### src/common/cce_pkg.sv
// Shared types for the CCE register stage
// Directory state arrives per request set, so no directory storage is modeled
package cce_pkg;

  localparam int NUM_LCE     = 4;
  localparam int LG_NUM_LCE  = $clog2(NUM_LCE);
  localparam int LCE_ASSOC   = 4;
  localparam int LG_ASSOC    = $clog2(LCE_ASSOC);
  localparam int LCE_SETS    = 64;
  localparam int LG_SETS     = $clog2(LCE_SETS);
  localparam int BLOCK_BYTES = 64;
  localparam int LG_BLOCK    = $clog2(BLOCK_BYTES);
  localparam int PADDR_W     = 32;
  localparam int TAG_W       = PADDR_W - LG_SETS - LG_BLOCK;
  localparam int NUM_GPR     = 8;
  localparam int LG_NUM_GPR  = $clog2(NUM_GPR);
  localparam int GPR_W       = 16;
  localparam int NC_DATA_W   = 64;
  localparam int NUM_FLAGS   = 14;
  localparam int IMM_W       = 15;

  typedef enum logic [2:0] {
    e_coh_i = 3'd0,
    e_coh_s = 3'd1,
    e_coh_e = 3'd2,
    e_coh_m = 3'd3,
    e_coh_o = 3'd4
  } coh_state_e;

  typedef enum logic [1:0] {
    e_req_rd    = 2'd0,
    e_req_wr    = 2'd1,
    e_req_uc_rd = 2'd2,
    e_req_uc_wr = 2'd3
  } lce_req_type_e;

  typedef enum logic [1:0] {
    e_uc_size_1 = 2'd0,
    e_uc_size_2 = 2'd1,
    e_uc_size_4 = 2'd2,
    e_uc_size_8 = 2'd3
  } uc_size_e;

  // Bit positions in mshr_s.flags
  typedef enum logic [3:0] {
    e_flag_rqf, e_flag_ucf, e_flag_nerf, e_flag_ldf, e_flag_nwbf,
    e_flag_tf, e_flag_pf, e_flag_rf, e_flag_uf, e_flag_if,
    e_flag_cf, e_flag_cef, e_flag_cof, e_flag_lef
  } flag_e;

  typedef enum logic [3:0] {
    e_op_add, e_op_sub, e_op_inc, e_op_and, e_op_or,
    e_op_movi, e_op_movr, e_op_rdresp, e_op_clm, e_op_ldreq,
    e_op_gad, e_op_sflag, e_op_ldnwb, e_op_movncs
  } opcode_e;

  // Where a flag write takes its value from
  typedef enum logic [1:0] {
    e_fsrc_req   = 2'd0,
    e_fsrc_logic = 2'd1,
    e_fsrc_imm   = 2'd2
  } flag_src_e;

  // Flags loaded by ldreq and by gad
  localparam logic [NUM_FLAGS-1:0] REQ_FLAG_MASK =
    (NUM_FLAGS'(1) << e_flag_rqf) | (NUM_FLAGS'(1) << e_flag_ucf)
    | (NUM_FLAGS'(1) << e_flag_nerf) | (NUM_FLAGS'(1) << e_flag_ldf);
  localparam logic [NUM_FLAGS-1:0] GAD_FLAG_MASK =
    (NUM_FLAGS'(1) << e_flag_tf) | (NUM_FLAGS'(1) << e_flag_rf)
    | (NUM_FLAGS'(1) << e_flag_uf) | (NUM_FLAGS'(1) << e_flag_if)
    | (NUM_FLAGS'(1) << e_flag_cf) | (NUM_FLAGS'(1) << e_flag_cef)
    | (NUM_FLAGS'(1) << e_flag_cof) | (NUM_FLAGS'(1) << e_flag_lef);

  typedef logic [NUM_GPR-1:0][GPR_W-1:0] gpr_file_t;

  // 32-bit microinstruction, immediate in the low bits
  typedef struct packed {
    opcode_e               opcode;
    logic [LG_NUM_GPR-1:0] dst;
    logic [LG_NUM_GPR-1:0] src_a;
    logic [LG_NUM_GPR-1:0] src_b;
    logic [3:0]            flag;
    logic [IMM_W-1:0]      imm;
  } cce_inst_s;

  typedef struct packed {
    opcode_e                         alu_op;
    logic [LG_NUM_GPR-1:0]           src_a;
    logic [LG_NUM_GPR-1:0]           src_b;
    logic [NUM_GPR-1:0]              gpr_w_mask;
    logic                            alu_w_v;
    logic                            mov_w_v;
    logic                            resp_w_v;
    logic                            mov_imm_sel;
    logic [IMM_W-1:0]                imm;
    logic                            mshr_clear;
    logic                            req_w_v;
    logic                            way_w_v;
    logic                            lru_way_w_v;
    logic                            transfer_w_v;
    logic                            nc_size_w_v;
    logic                            nc_data_w_v;
    logic [NUM_FLAGS-1:0]            flag_w_mask;
    flag_src_e [NUM_FLAGS-1:0]       flag_sel;
    logic                            next_state_w_v;
    logic                            dir_v;
  } decoded_inst_s;

  typedef struct packed {
    logic [LG_NUM_LCE-1:0] src_id;
    lce_req_type_e         msg_type;
    logic [PADDR_W-1:0]    addr;
    logic [LG_ASSOC-1:0]   lru_way_id;
    logic                  non_exclusive;
    logic                  lru_dirty;
    uc_size_e              uc_size;
    logic [NC_DATA_W-1:0]  data;
  } lce_req_s;

  typedef struct packed {
    coh_state_e [NUM_LCE-1:0]            state;
    logic [NUM_LCE-1:0][LG_ASSOC-1:0]    way;
    logic [TAG_W-1:0]                    lru_tag;
    coh_state_e                          lru_state;
  } dir_info_s;

  typedef struct packed {
    logic [LG_ASSOC-1:0]   way_id;
    logic [LG_NUM_LCE-1:0] tr_lce_id;
    logic [LG_ASSOC-1:0]   tr_way_id;
    logic                  tf;
    logic                  rf;
    logic                  uf;
    logic                  if_flag;
    logic                  cf;
    logic                  cef;
    logic                  cof;
    logic                  lef;
  } dir_flags_s;

  typedef struct packed {
    logic [LG_NUM_LCE-1:0] lce_id;
    logic [PADDR_W-1:0]    paddr;
    logic [LG_ASSOC-1:0]   way_id;
    logic [LG_ASSOC-1:0]   lru_way_id;
    logic [LG_NUM_LCE-1:0] tr_lce_id;
    logic [LG_ASSOC-1:0]   tr_way_id;
    logic [NUM_FLAGS-1:0]  flags;
    coh_state_e            next_coh_state;
    uc_size_e              uc_req_size;
    logic [PADDR_W-1:0]    lru_paddr;
  } mshr_s;

endpackage

### src/design/cce_inst_decode.sv
// Microinstruction decoder, purely combinational
// Every write enable is low unless inst_v_i is high
module cce_inst_decode
  import cce_pkg::*;
  (
  input  logic          inst_v_i,
  input  cce_inst_s     inst_i,
  output decoded_inst_s decoded_o
);

  logic [NUM_GPR-1:0] dst_mask;

  assign dst_mask = {{(NUM_GPR-1){1'b0}}, 1'b1} << inst_i.dst;

  always_comb begin
    decoded_o = '0;

    // Operand fields pass through regardless of the strobe
    decoded_o.alu_op = inst_i.opcode;
    decoded_o.src_a  = inst_i.src_a;
    decoded_o.src_b  = inst_i.src_b;
    decoded_o.imm    = inst_i.imm;

    if (inst_v_i) begin
      case (inst_i.opcode)
        e_op_add, e_op_sub, e_op_inc, e_op_and, e_op_or: begin
          decoded_o.alu_w_v    = 1'b1;
          decoded_o.gpr_w_mask = dst_mask;
        end
        e_op_movi, e_op_movr: begin
          decoded_o.mov_w_v     = 1'b1;
          decoded_o.mov_imm_sel = (inst_i.opcode == e_op_movi);
          decoded_o.gpr_w_mask  = dst_mask;
        end
        e_op_rdresp: begin
          decoded_o.resp_w_v   = 1'b1;
          decoded_o.gpr_w_mask = dst_mask;
        end
        e_op_clm: begin
          decoded_o.mshr_clear = 1'b1;
        end
        e_op_ldreq: begin
          decoded_o.req_w_v     = 1'b1;
          decoded_o.lru_way_w_v = 1'b1;
          decoded_o.nc_size_w_v = 1'b1;
          decoded_o.nc_data_w_v = 1'b1;
          decoded_o.flag_w_mask = REQ_FLAG_MASK;
          for (int i = 0; i < NUM_FLAGS; i++) begin
            if (REQ_FLAG_MASK[i]) begin
              decoded_o.flag_sel[i] = e_fsrc_req;
            end
          end
        end
        e_op_gad: begin
          decoded_o.way_w_v      = 1'b1;
          decoded_o.transfer_w_v = 1'b1;
          decoded_o.dir_v        = 1'b1;
          decoded_o.flag_w_mask  = GAD_FLAG_MASK;
          for (int i = 0; i < NUM_FLAGS; i++) begin
            if (GAD_FLAG_MASK[i]) begin
              decoded_o.flag_sel[i] = e_fsrc_logic;
            end
          end
        end
        e_op_sflag: begin
          // Indices past the last flag write nothing
          if (inst_i.flag < NUM_FLAGS) begin
            decoded_o.flag_w_mask[inst_i.flag] = 1'b1;
            decoded_o.flag_sel[inst_i.flag]    = e_fsrc_imm;
          end
        end
        e_op_ldnwb: begin
          // Null writeback bit comes from the response side
          decoded_o.flag_w_mask[e_flag_nwbf] = 1'b1;
          decoded_o.flag_sel[e_flag_nwbf]    = e_fsrc_logic;
        end
        e_op_movncs: begin
          decoded_o.next_state_w_v = 1'b1;
        end
        default: begin
          // Undefined opcodes write nothing
        end
      endcase
    end
  end

endmodule

### src/design/cce_alu.sv
// GPR ALU, results wrap at GPR_W bits
// Non-ALU opcodes give a zero result
module cce_alu
  import cce_pkg::*;
  (
  input  decoded_inst_s    decoded_i,
  input  gpr_file_t        gpr_i,
  output logic [GPR_W-1:0] res_o
);

  logic [GPR_W-1:0] op_a;
  logic [GPR_W-1:0] op_b;

  assign op_a = gpr_i[decoded_i.src_a];
  assign op_b = gpr_i[decoded_i.src_b];

  always_comb begin
    case (decoded_i.alu_op)
      e_op_add: res_o = op_a + op_b;
      e_op_sub: res_o = op_a - op_b;
      e_op_inc: res_o = op_a + GPR_W'(1);
      e_op_and: res_o = op_a & op_b;
      e_op_or:  res_o = op_a | op_b;
      default:  res_o = '0;
    endcase
  end

endmodule

### src/design/cce_dir_flags.sv
// Coherence decision flags from the directory state of the request set
// Reads the MSHR as it stood before the current instruction
module cce_dir_flags
  import cce_pkg::*;
  (
  input  mshr_s      mshr_i,
  input  dir_info_s  dir_i,
  output dir_flags_s flags_o
);

  coh_state_e            req_state;
  logic                  is_write;
  logic                  others_cached;
  logic                  others_excl;
  logic                  others_owned;
  logic                  tr_found;
  logic [LG_NUM_LCE-1:0] tr_lce;

  assign req_state = dir_i.state[mshr_i.lce_id];
  assign is_write  = mshr_i.flags[e_flag_rqf];

  // Scan the other LCEs, lowest owner wins the transfer
  always_comb begin
    others_cached = 1'b0;
    others_excl   = 1'b0;
    others_owned  = 1'b0;
    tr_found      = 1'b0;
    tr_lce        = '0;
    for (int i = 0; i < NUM_LCE; i++) begin
      if (LG_NUM_LCE'(i) != mshr_i.lce_id) begin
        others_cached |= (dir_i.state[i] != e_coh_i);
        others_excl   |= (dir_i.state[i] == e_coh_e) || (dir_i.state[i] == e_coh_m);
        others_owned  |= (dir_i.state[i] == e_coh_o);
        if (!tr_found && ((dir_i.state[i] == e_coh_e) || (dir_i.state[i] == e_coh_m)
                          || (dir_i.state[i] == e_coh_o))) begin
          tr_found = 1'b1;
          tr_lce   = LG_NUM_LCE'(i);
        end
      end
    end
  end

  always_comb begin
    flags_o.cf  = others_cached;
    flags_o.cef = others_excl;
    flags_o.cof = others_owned;

    // Uncached requests never transfer a block
    flags_o.tf        = tr_found && !mshr_i.flags[e_flag_ucf];
    flags_o.tr_lce_id = tr_lce;
    flags_o.tr_way_id = tr_found ? dir_i.way[tr_lce] : '0;

    flags_o.uf      = is_write && (req_state == e_coh_s);
    flags_o.if_flag = is_write && others_cached;

    // LRU victim needs writeback only if dirty and the requester misses
    flags_o.rf  = ((dir_i.lru_state == e_coh_m) || (dir_i.lru_state == e_coh_o))
                  && (req_state == e_coh_i);
    flags_o.lef = (dir_i.lru_state == e_coh_e) || (dir_i.lru_state == e_coh_m);

    flags_o.way_id = (req_state != e_coh_i) ? dir_i.way[mshr_i.lce_id] : mshr_i.lru_way_id;
  end

endmodule

### src/cce_reg/cce_reg.sv
// MSHR, GPR file and uncached data register
// Only enabled fields change; clm has priority over all other MSHR writes
module cce_reg
  import cce_pkg::*;
  (
  input  logic                 clk_i,
  input  logic                 reset_i,
  input  decoded_inst_s        decoded_i,
  input  lce_req_s             lce_req_i,
  input  logic                 null_wb_i,
  input  lce_req_type_e        resp_type_i,
  input  logic [GPR_W-1:0]     alu_res_i,
  input  dir_flags_s           dir_flags_i,
  input  logic [TAG_W-1:0]     dir_lru_tag_i,
  output mshr_s                mshr_o,
  output gpr_file_t            gpr_o,
  output logic [NC_DATA_W-1:0] nc_data_o
);

  mshr_s                mshr_r;
  mshr_s                mshr_n;
  gpr_file_t            gpr_r;
  logic [NC_DATA_W-1:0] nc_data_r;
  logic [GPR_W-1:0]     gpr_wr_data;
  logic [NUM_FLAGS-1:0] req_flags;
  logic [NUM_FLAGS-1:0] logic_flags;

  assign mshr_o    = mshr_r;
  assign gpr_o     = gpr_r;
  assign nc_data_o = nc_data_r;

  // GPR write value, only one source is enabled per instruction
  always_comb begin
    if (decoded_i.alu_w_v) begin
      gpr_wr_data = alu_res_i;
    end else if (decoded_i.mov_w_v) begin
      gpr_wr_data = decoded_i.mov_imm_sel ? {{(GPR_W-IMM_W){1'b0}}, decoded_i.imm}
                                          : gpr_r[decoded_i.src_a];
    end else if (decoded_i.resp_w_v) begin
      gpr_wr_data = {{(GPR_W-2){1'b0}}, resp_type_i};
    end else begin
      gpr_wr_data = '0;
    end
  end

  // Flag values by source, unused positions stay zero
  always_comb begin
    req_flags                = '0;
    req_flags[e_flag_rqf]    = (lce_req_i.msg_type == e_req_wr)
                               || (lce_req_i.msg_type == e_req_uc_wr);
    req_flags[e_flag_ucf]    = (lce_req_i.msg_type == e_req_uc_rd)
                               || (lce_req_i.msg_type == e_req_uc_wr);
    req_flags[e_flag_nerf]   = lce_req_i.non_exclusive;
    req_flags[e_flag_ldf]    = lce_req_i.lru_dirty;

    logic_flags              = '0;
    logic_flags[e_flag_nwbf] = null_wb_i;
    logic_flags[e_flag_tf]   = dir_flags_i.tf;
    logic_flags[e_flag_rf]   = dir_flags_i.rf;
    logic_flags[e_flag_uf]   = dir_flags_i.uf;
    logic_flags[e_flag_if]   = dir_flags_i.if_flag;
    logic_flags[e_flag_cf]   = dir_flags_i.cf;
    logic_flags[e_flag_cef]  = dir_flags_i.cef;
    logic_flags[e_flag_cof]  = dir_flags_i.cof;
    logic_flags[e_flag_lef]  = dir_flags_i.lef;
  end

  always_comb begin
    mshr_n = mshr_r;

    mshr_n.lce_id      = lce_req_i.src_id;
    mshr_n.paddr       = lce_req_i.addr;
    mshr_n.lru_way_id  = lce_req_i.lru_way_id;
    mshr_n.uc_req_size = lce_req_i.uc_size;
    mshr_n.way_id      = dir_flags_i.way_id;
    mshr_n.tr_lce_id   = dir_flags_i.tr_lce_id;
    mshr_n.tr_way_id   = dir_flags_i.tr_way_id;

    for (int i = 0; i < NUM_FLAGS; i++) begin
      case (decoded_i.flag_sel[i])
        e_fsrc_req:   mshr_n.flags[i] = req_flags[i];
        e_fsrc_logic: mshr_n.flags[i] = logic_flags[i];
        e_fsrc_imm:   mshr_n.flags[i] = decoded_i.imm[0];
        default:      mshr_n.flags[i] = 1'b0;
      endcase
    end

    mshr_n.next_coh_state = coh_state_e'(decoded_i.imm[2:0]);

    // Victim address keeps the set of the current request
    mshr_n.lru_paddr = {dir_lru_tag_i, mshr_r.paddr[LG_BLOCK +: LG_SETS], {LG_BLOCK{1'b0}}};
  end

  always_ff @(posedge clk_i) begin
    if (reset_i) begin
      mshr_r    <= '0;
      gpr_r     <= '0;
      nc_data_r <= '0;
    end else begin
      if (decoded_i.mshr_clear) begin
        mshr_r <= '0;
      end else begin
        if (decoded_i.req_w_v) begin
          mshr_r.lce_id <= mshr_n.lce_id;
          mshr_r.paddr  <= mshr_n.paddr;
        end
        if (decoded_i.way_w_v) begin
          mshr_r.way_id <= mshr_n.way_id;
        end
        if (decoded_i.lru_way_w_v) begin
          mshr_r.lru_way_id <= mshr_n.lru_way_id;
        end
        if (decoded_i.transfer_w_v) begin
          mshr_r.tr_lce_id <= mshr_n.tr_lce_id;
          mshr_r.tr_way_id <= mshr_n.tr_way_id;
        end
        for (int i = 0; i < NUM_FLAGS; i++) begin
          if (decoded_i.flag_w_mask[i]) begin
            mshr_r.flags[i] <= mshr_n.flags[i];
          end
        end
        if (decoded_i.next_state_w_v) begin
          mshr_r.next_coh_state <= mshr_n.next_coh_state;
        end
        if (decoded_i.nc_size_w_v) begin
          mshr_r.uc_req_size <= mshr_n.uc_req_size;
        end
        if (decoded_i.dir_v) begin
          mshr_r.lru_paddr <= mshr_n.lru_paddr;
        end
      end

      for (int i = 0; i < NUM_GPR; i++) begin
        if (decoded_i.gpr_w_mask[i]) begin
          gpr_r[i] <= gpr_wr_data;
        end
      end

      if (decoded_i.nc_data_w_v) begin
        nc_data_r <= lce_req_i.data;
      end
    end
  end

endmodule

### src/design/cce_top.sv
// CCE register stage: decode, execute and state
// Register outputs change one cycle after the instruction strobe
module cce_top
  import cce_pkg::*;
  (
  input  logic                 clk_i,
  input  logic                 reset_i,
  input  logic                 inst_v_i,
  input  cce_inst_s            inst_i,
  input  lce_req_s             lce_req_i,
  input  dir_info_s            dir_i,
  input  logic                 null_wb_i,
  input  lce_req_type_e        resp_type_i,
  output mshr_s                mshr_o,
  output gpr_file_t            gpr_o,
  output logic [NC_DATA_W-1:0] nc_data_o
);

  decoded_inst_s    decoded;
  logic [GPR_W-1:0] alu_res;
  dir_flags_s       dir_flags;

  cce_inst_decode i_decode (
    .inst_v_i  (inst_v_i),
    .inst_i    (inst_i),
    .decoded_o (decoded)
  );

  cce_alu i_alu (
    .decoded_i (decoded),
    .gpr_i     (gpr_o),
    .res_o     (alu_res)
  );

  cce_dir_flags i_dir_flags (
    .mshr_i  (mshr_o),
    .dir_i   (dir_i),
    .flags_o (dir_flags)
  );

  cce_reg i_reg (
    .clk_i         (clk_i),
    .reset_i       (reset_i),
    .decoded_i     (decoded),
    .lce_req_i     (lce_req_i),
    .null_wb_i     (null_wb_i),
    .resp_type_i   (resp_type_i),
    .alu_res_i     (alu_res),
    .dir_flags_i   (dir_flags),
    .dir_lru_tag_i (dir_i.lru_tag),
    .mshr_o        (mshr_o),
    .gpr_o         (gpr_o),
    .nc_data_o     (nc_data_o)
  );

endmodule

### config.mk
export PLATFORM = sky130hd
export DESIGN_NAME = cce_top
export DESIGN_NICKNAME = d
export VERILOG_FILES = /design/src/common/cce_pkg.sv /design/src/design/cce_inst_decode.sv /design/src/design/cce_alu.sv /design/src/design/cce_dir_flags.sv /design/src/cce_reg/cce_reg.sv /design/src/design/cce_top.sv
export SDC_FILE = /design/constraint.sdc
export NUM_CORES = 1
export LEC_CHECK = 0
export BUFFER_PORTS_ARGS = -buffer_cell sky130_fd_sc_hd__buf_2
export CORE_MARGIN = 5
export CORE_UTILIZATION = 53
export CTS_CLUSTER_DIAMETER = 120
export CTS_CLUSTER_SIZE = 10
export DETAILED_ROUTE_END_ITERATION = 16
export GPL_ROUTABILITY_DRIVEN = 0
export HOLD_SLACK_MARGIN = 0.15
export PLACE_DENSITY = 0.82
export SYNTH_ARGS = -nofsm -noshare
export SYNTH_HDL_FRONTEND = slang
export SYNTH_HIERARCHICAL = 1
export SYNTH_SLANG_ARGS = --single-unit
### constraint.sdc
create_clock -name clk_i -period 7.4 [get_ports clk_i]
set_input_delay 0.74 -clock clk_i [delete_from_list [all_inputs] [get_ports clk_i]]
set_output_delay 0.74 -clock clk_i [all_outputs]
set_load 0.005 [all_outputs]
==> summary.txt <==
Status
  – Outcome: finished, final reports clean

Clocking
  – TritonCTS clock tree: built
  – Htree depth: 1
  – CTS resizes: 0
  – TritonCTS Buffers: 31
  – Clk Latency, worst-skew pair: ~580 ps
  – Longest Clk Path Bufs: 3
  – Clock Tree Root: clkbuf_16
  – Setup Buffers After CTS: 0
  – Clock sink total: 279
  – Worst-path clk slew: 60 ps
  – CTS Hold Bufs: 0

GRT
  – Initial antenna violation count: 7
  – First-pass GRT wire length: 89,300 um
  – Grt ovf: 0
  – Vias in the first global route: 15,000
  – Largest net degree at the start of global routing: roughly 110
  – Global-route usage over all layers: between 30% and 40%

STA
  – Fin Hold WS: approximately 400 ps
  – Setup tns final: 0 ps
  – RSZ-0062 raised after global routing: no
  – Slew headroom: 20.6%
  – Max-slew violations: 0
  – Final Hold Fails: 0
  – Setup violators final: 0
  – Final period util: 75.0%
  – Setup Skew: ~15 ps
  – Worst Tran Pin Value: between 1000 and 1500 ps
  – Tmin final: roughly 5600 ps
  – F_max: roughly 0.18 GHz

Pwr
  – Tot Pwr: 0.00329 W
  – Max IR drop VDD: 0.154 mV
  – Pwr/cell area: 170 mW/mm2
  – Leak Pwr: 8.16 nW

Floorplanning
  – Core Rows: between 60 and 70
  – Initial Util: ~54%
  – IO Count: around 470
  – Core area: ~0.031 mm2
  – Chip height: about 190 um
  – Die Area: 0.0348 mm2
  – Width of the die: about 190 um

Yosys
  – Cells after Synth: around 1,700
  – Top_reg_cell synth: dfxtp_1
  – Biggest area consumer among synthesized cells: dfxtp_1
  – YS warnings: 6
  – Synth top area cells: dfxtp_1 (34%), mux2i_1 (12%), mux4_2 (9.9%), nor2_1 (7.8%), a211oi_1 (5.5%)
  – Post-synth EDFFs: 0
  – Top cell type's share of synthesized area: 33.8%
  – Sequential area share after synthesis: 33.8%
  – Seq cells post-synth: roughly 280
  – Post-synth ARST share: 0%
  – Synthesized area per cell: ~9.5 um2
  – Mapped cell area: about 0.017 mm2
  – Post-synth cell types: between 90 and 100

Routing
  – Vias/cell: between 6 and 7
  – DRT Pass-1 Iters: 5
  – Routed wire per std cell: between 20 and 25 um
  – Remaining antenna violation count after routing: 0
  – DR DRC count: 0
  – DR iter-0 viols: 1,554
  – Final wirelength: roughly 58,000 um
  – Vias after detailed routing: 15,500

Worst setup path
  – Critical Path Fanout Max: 30
  – Worst setup EP type: flip-flop
  – Worst endpoint required time: roughly 8000 ps
  – CP Launch Type: primary input
  – WS Path Type: in2reg
  – Delay-heaviest family, CP: compound AO/OA/AOI/OAI gates
  – CP max stage cell: o41ai_1
  – Worst path buffer plus inverter count: 2
  – Crit-path max cell delay: 590 ps
  – Worst path cell trace: buf_2, buf_4, mux4_2, mux2_2, nand2b_1, nor2_1, and3_1, a21oi_1, xor2_1, nor2_1, ha_1, nand3_1, nand2_1, a41o_1, o41ai_1, o21ai_0, a21oi_1, xnor2_1, o211ai_2, a22oi_4, a211oi_1
  – WP data arrival: ~6000 ps

Layout
  – Share of post-route cells with drive strength above 1: roughly 32%
  – FF/Latch Area: between 0.005 and 0.006 mm2
  – Most common cell after layout, fill and taps aside: buf_2
  – Final std cells w/o fill: about 2,500
  – Footprint of the multi-input gates: slightly below 0.01 mm2
  – # fillers: approximately 2,500
  – Most frequent cells in the layout: buf_2 (462), nor2_1 (334), dfxtp_1 (279)
  – Nets: 2,296
  – Layout Utilization: roughly 63%
  – Synth-to-Final Area Change: 17.0%

Place
  – Placed wire-length estimate: 42,700 um
  – IO buf count: around 470
  – Placed Cells: about 2,400

Flow run
  – Maxcap violations: 0

Hold path
  – Hold Path Class: in2reg
Yosys cell counts (5+ instances only):
cell type	count
buf_4	62
a22oi_1	26
o21ai_2	7
a21o_1	6
mux4_1	13
nand2b_1	15
inv_1	60
nor2_1	342
a211oi_1	122
nor2b_1	10
o21ai_1	8
a21oi_1	38
buf_6	11
nor3b_1	7
xor2_1	14
o211a_2	5
mux2i_1	205
dfxtp_1	279
a31oi_1	6
ha_1	37
nand2_1	56
nor4_1	5
or2_2	5
nor3_1	21
o221ai_1	9
nand3_1	33
o41ai_1	9
xnor2_1	11
clkbuf_1	66
mux4_2	73
buf_2	21
o21ai_0	22
buf_1	22
mux2_2	20
state kept, by name, summed over array words and instances, names as in the netlist:
register,count
i_reg/nc_data_o,64
i_reg/gpr_o,128
i_reg/mshr_o,87
power by group:
part,switching (W),leakage [nW],total [W],internal [W]
Sequential,0.0000295,2.25,0.00156,0.00153
Clock,0.000601,0.393,0.00134,0.000735
Combinational,0.000229,5.51,0.000398,0.000169
Total,0.000859,8.16,0.00329,0.00243
tightest hold or removal path, stage by stage:
cell,delay [ps]
buf_2,70
mux2i_1,50
nor2_1,70
final cells by class:
| type | count | area share (%) |
|---|---|---|
| diodes | 3 | 0.0388 |
| clock buffers | 32 | 4.03 |
| clock inverters | 1 | 0.103 |
| inverters | 61 | 1.18 |
| multi-input cells | 1218 | 50.6 |
| flip-flops and latches | 279 | 28.8 |
| well taps | 396 | 2.56 |
| repair buffers | 480 | 12.7 |
cell families after synthesis:
| kind of cell | share of synthesized area, % |
|---|---|
| adders and majority gates | 2.92 |
| muxes | 26.1 |
| other | 0.0454 |
| DFF | 33.8 |
| and+or+nand+nor | 14.6 |
| xor gates and xnor gates | 1.32 |
| buffers and inverters | 7.73 |
| AOI/OAI and AO/OA | 13.5 |
routing by layer:
metal / track usage [%] / vias up / routed length [um]
li1: - / 6880 / -
met3: 9.27 / 199 / 6750
met5: 0 / - / 54
met1: 40.5 / 7385 / 22100
met4: 12.0 / 8 / 2730
met2: 49.8 / 993 / 26400
path summary, 6_finish.rpt:
check | cells after the start | from | endpoint | slack (ps)
worst max register to register | 17 | i_reg/gpr_o[113] | i_reg/gpr_o[47] | 2340
worst max-delay path | 21 | inst_i[20] | i_reg/gpr_o[47] | 1850
worst min register to register | 2 | i_reg/mshr_o[43] | i_reg/mshr_o[43] | 470
worst min-delay path | 3 | lce_req_i[65] | i_reg/mshr_o[33] | 400
metrics by stage:
| step | cell area (um2) | worst slack, ps |
|---|---|---|
| floorplan | 16600 | 1820 |
| global placement | 18600 | 1550 |
| detailed placement | 18600 | 1340 |
| CTS | 19400 | 1920 |
| global route | 19400 | 1470 |
| finish | 19400 | 1850 |
(Power assumes the default switching activity.)
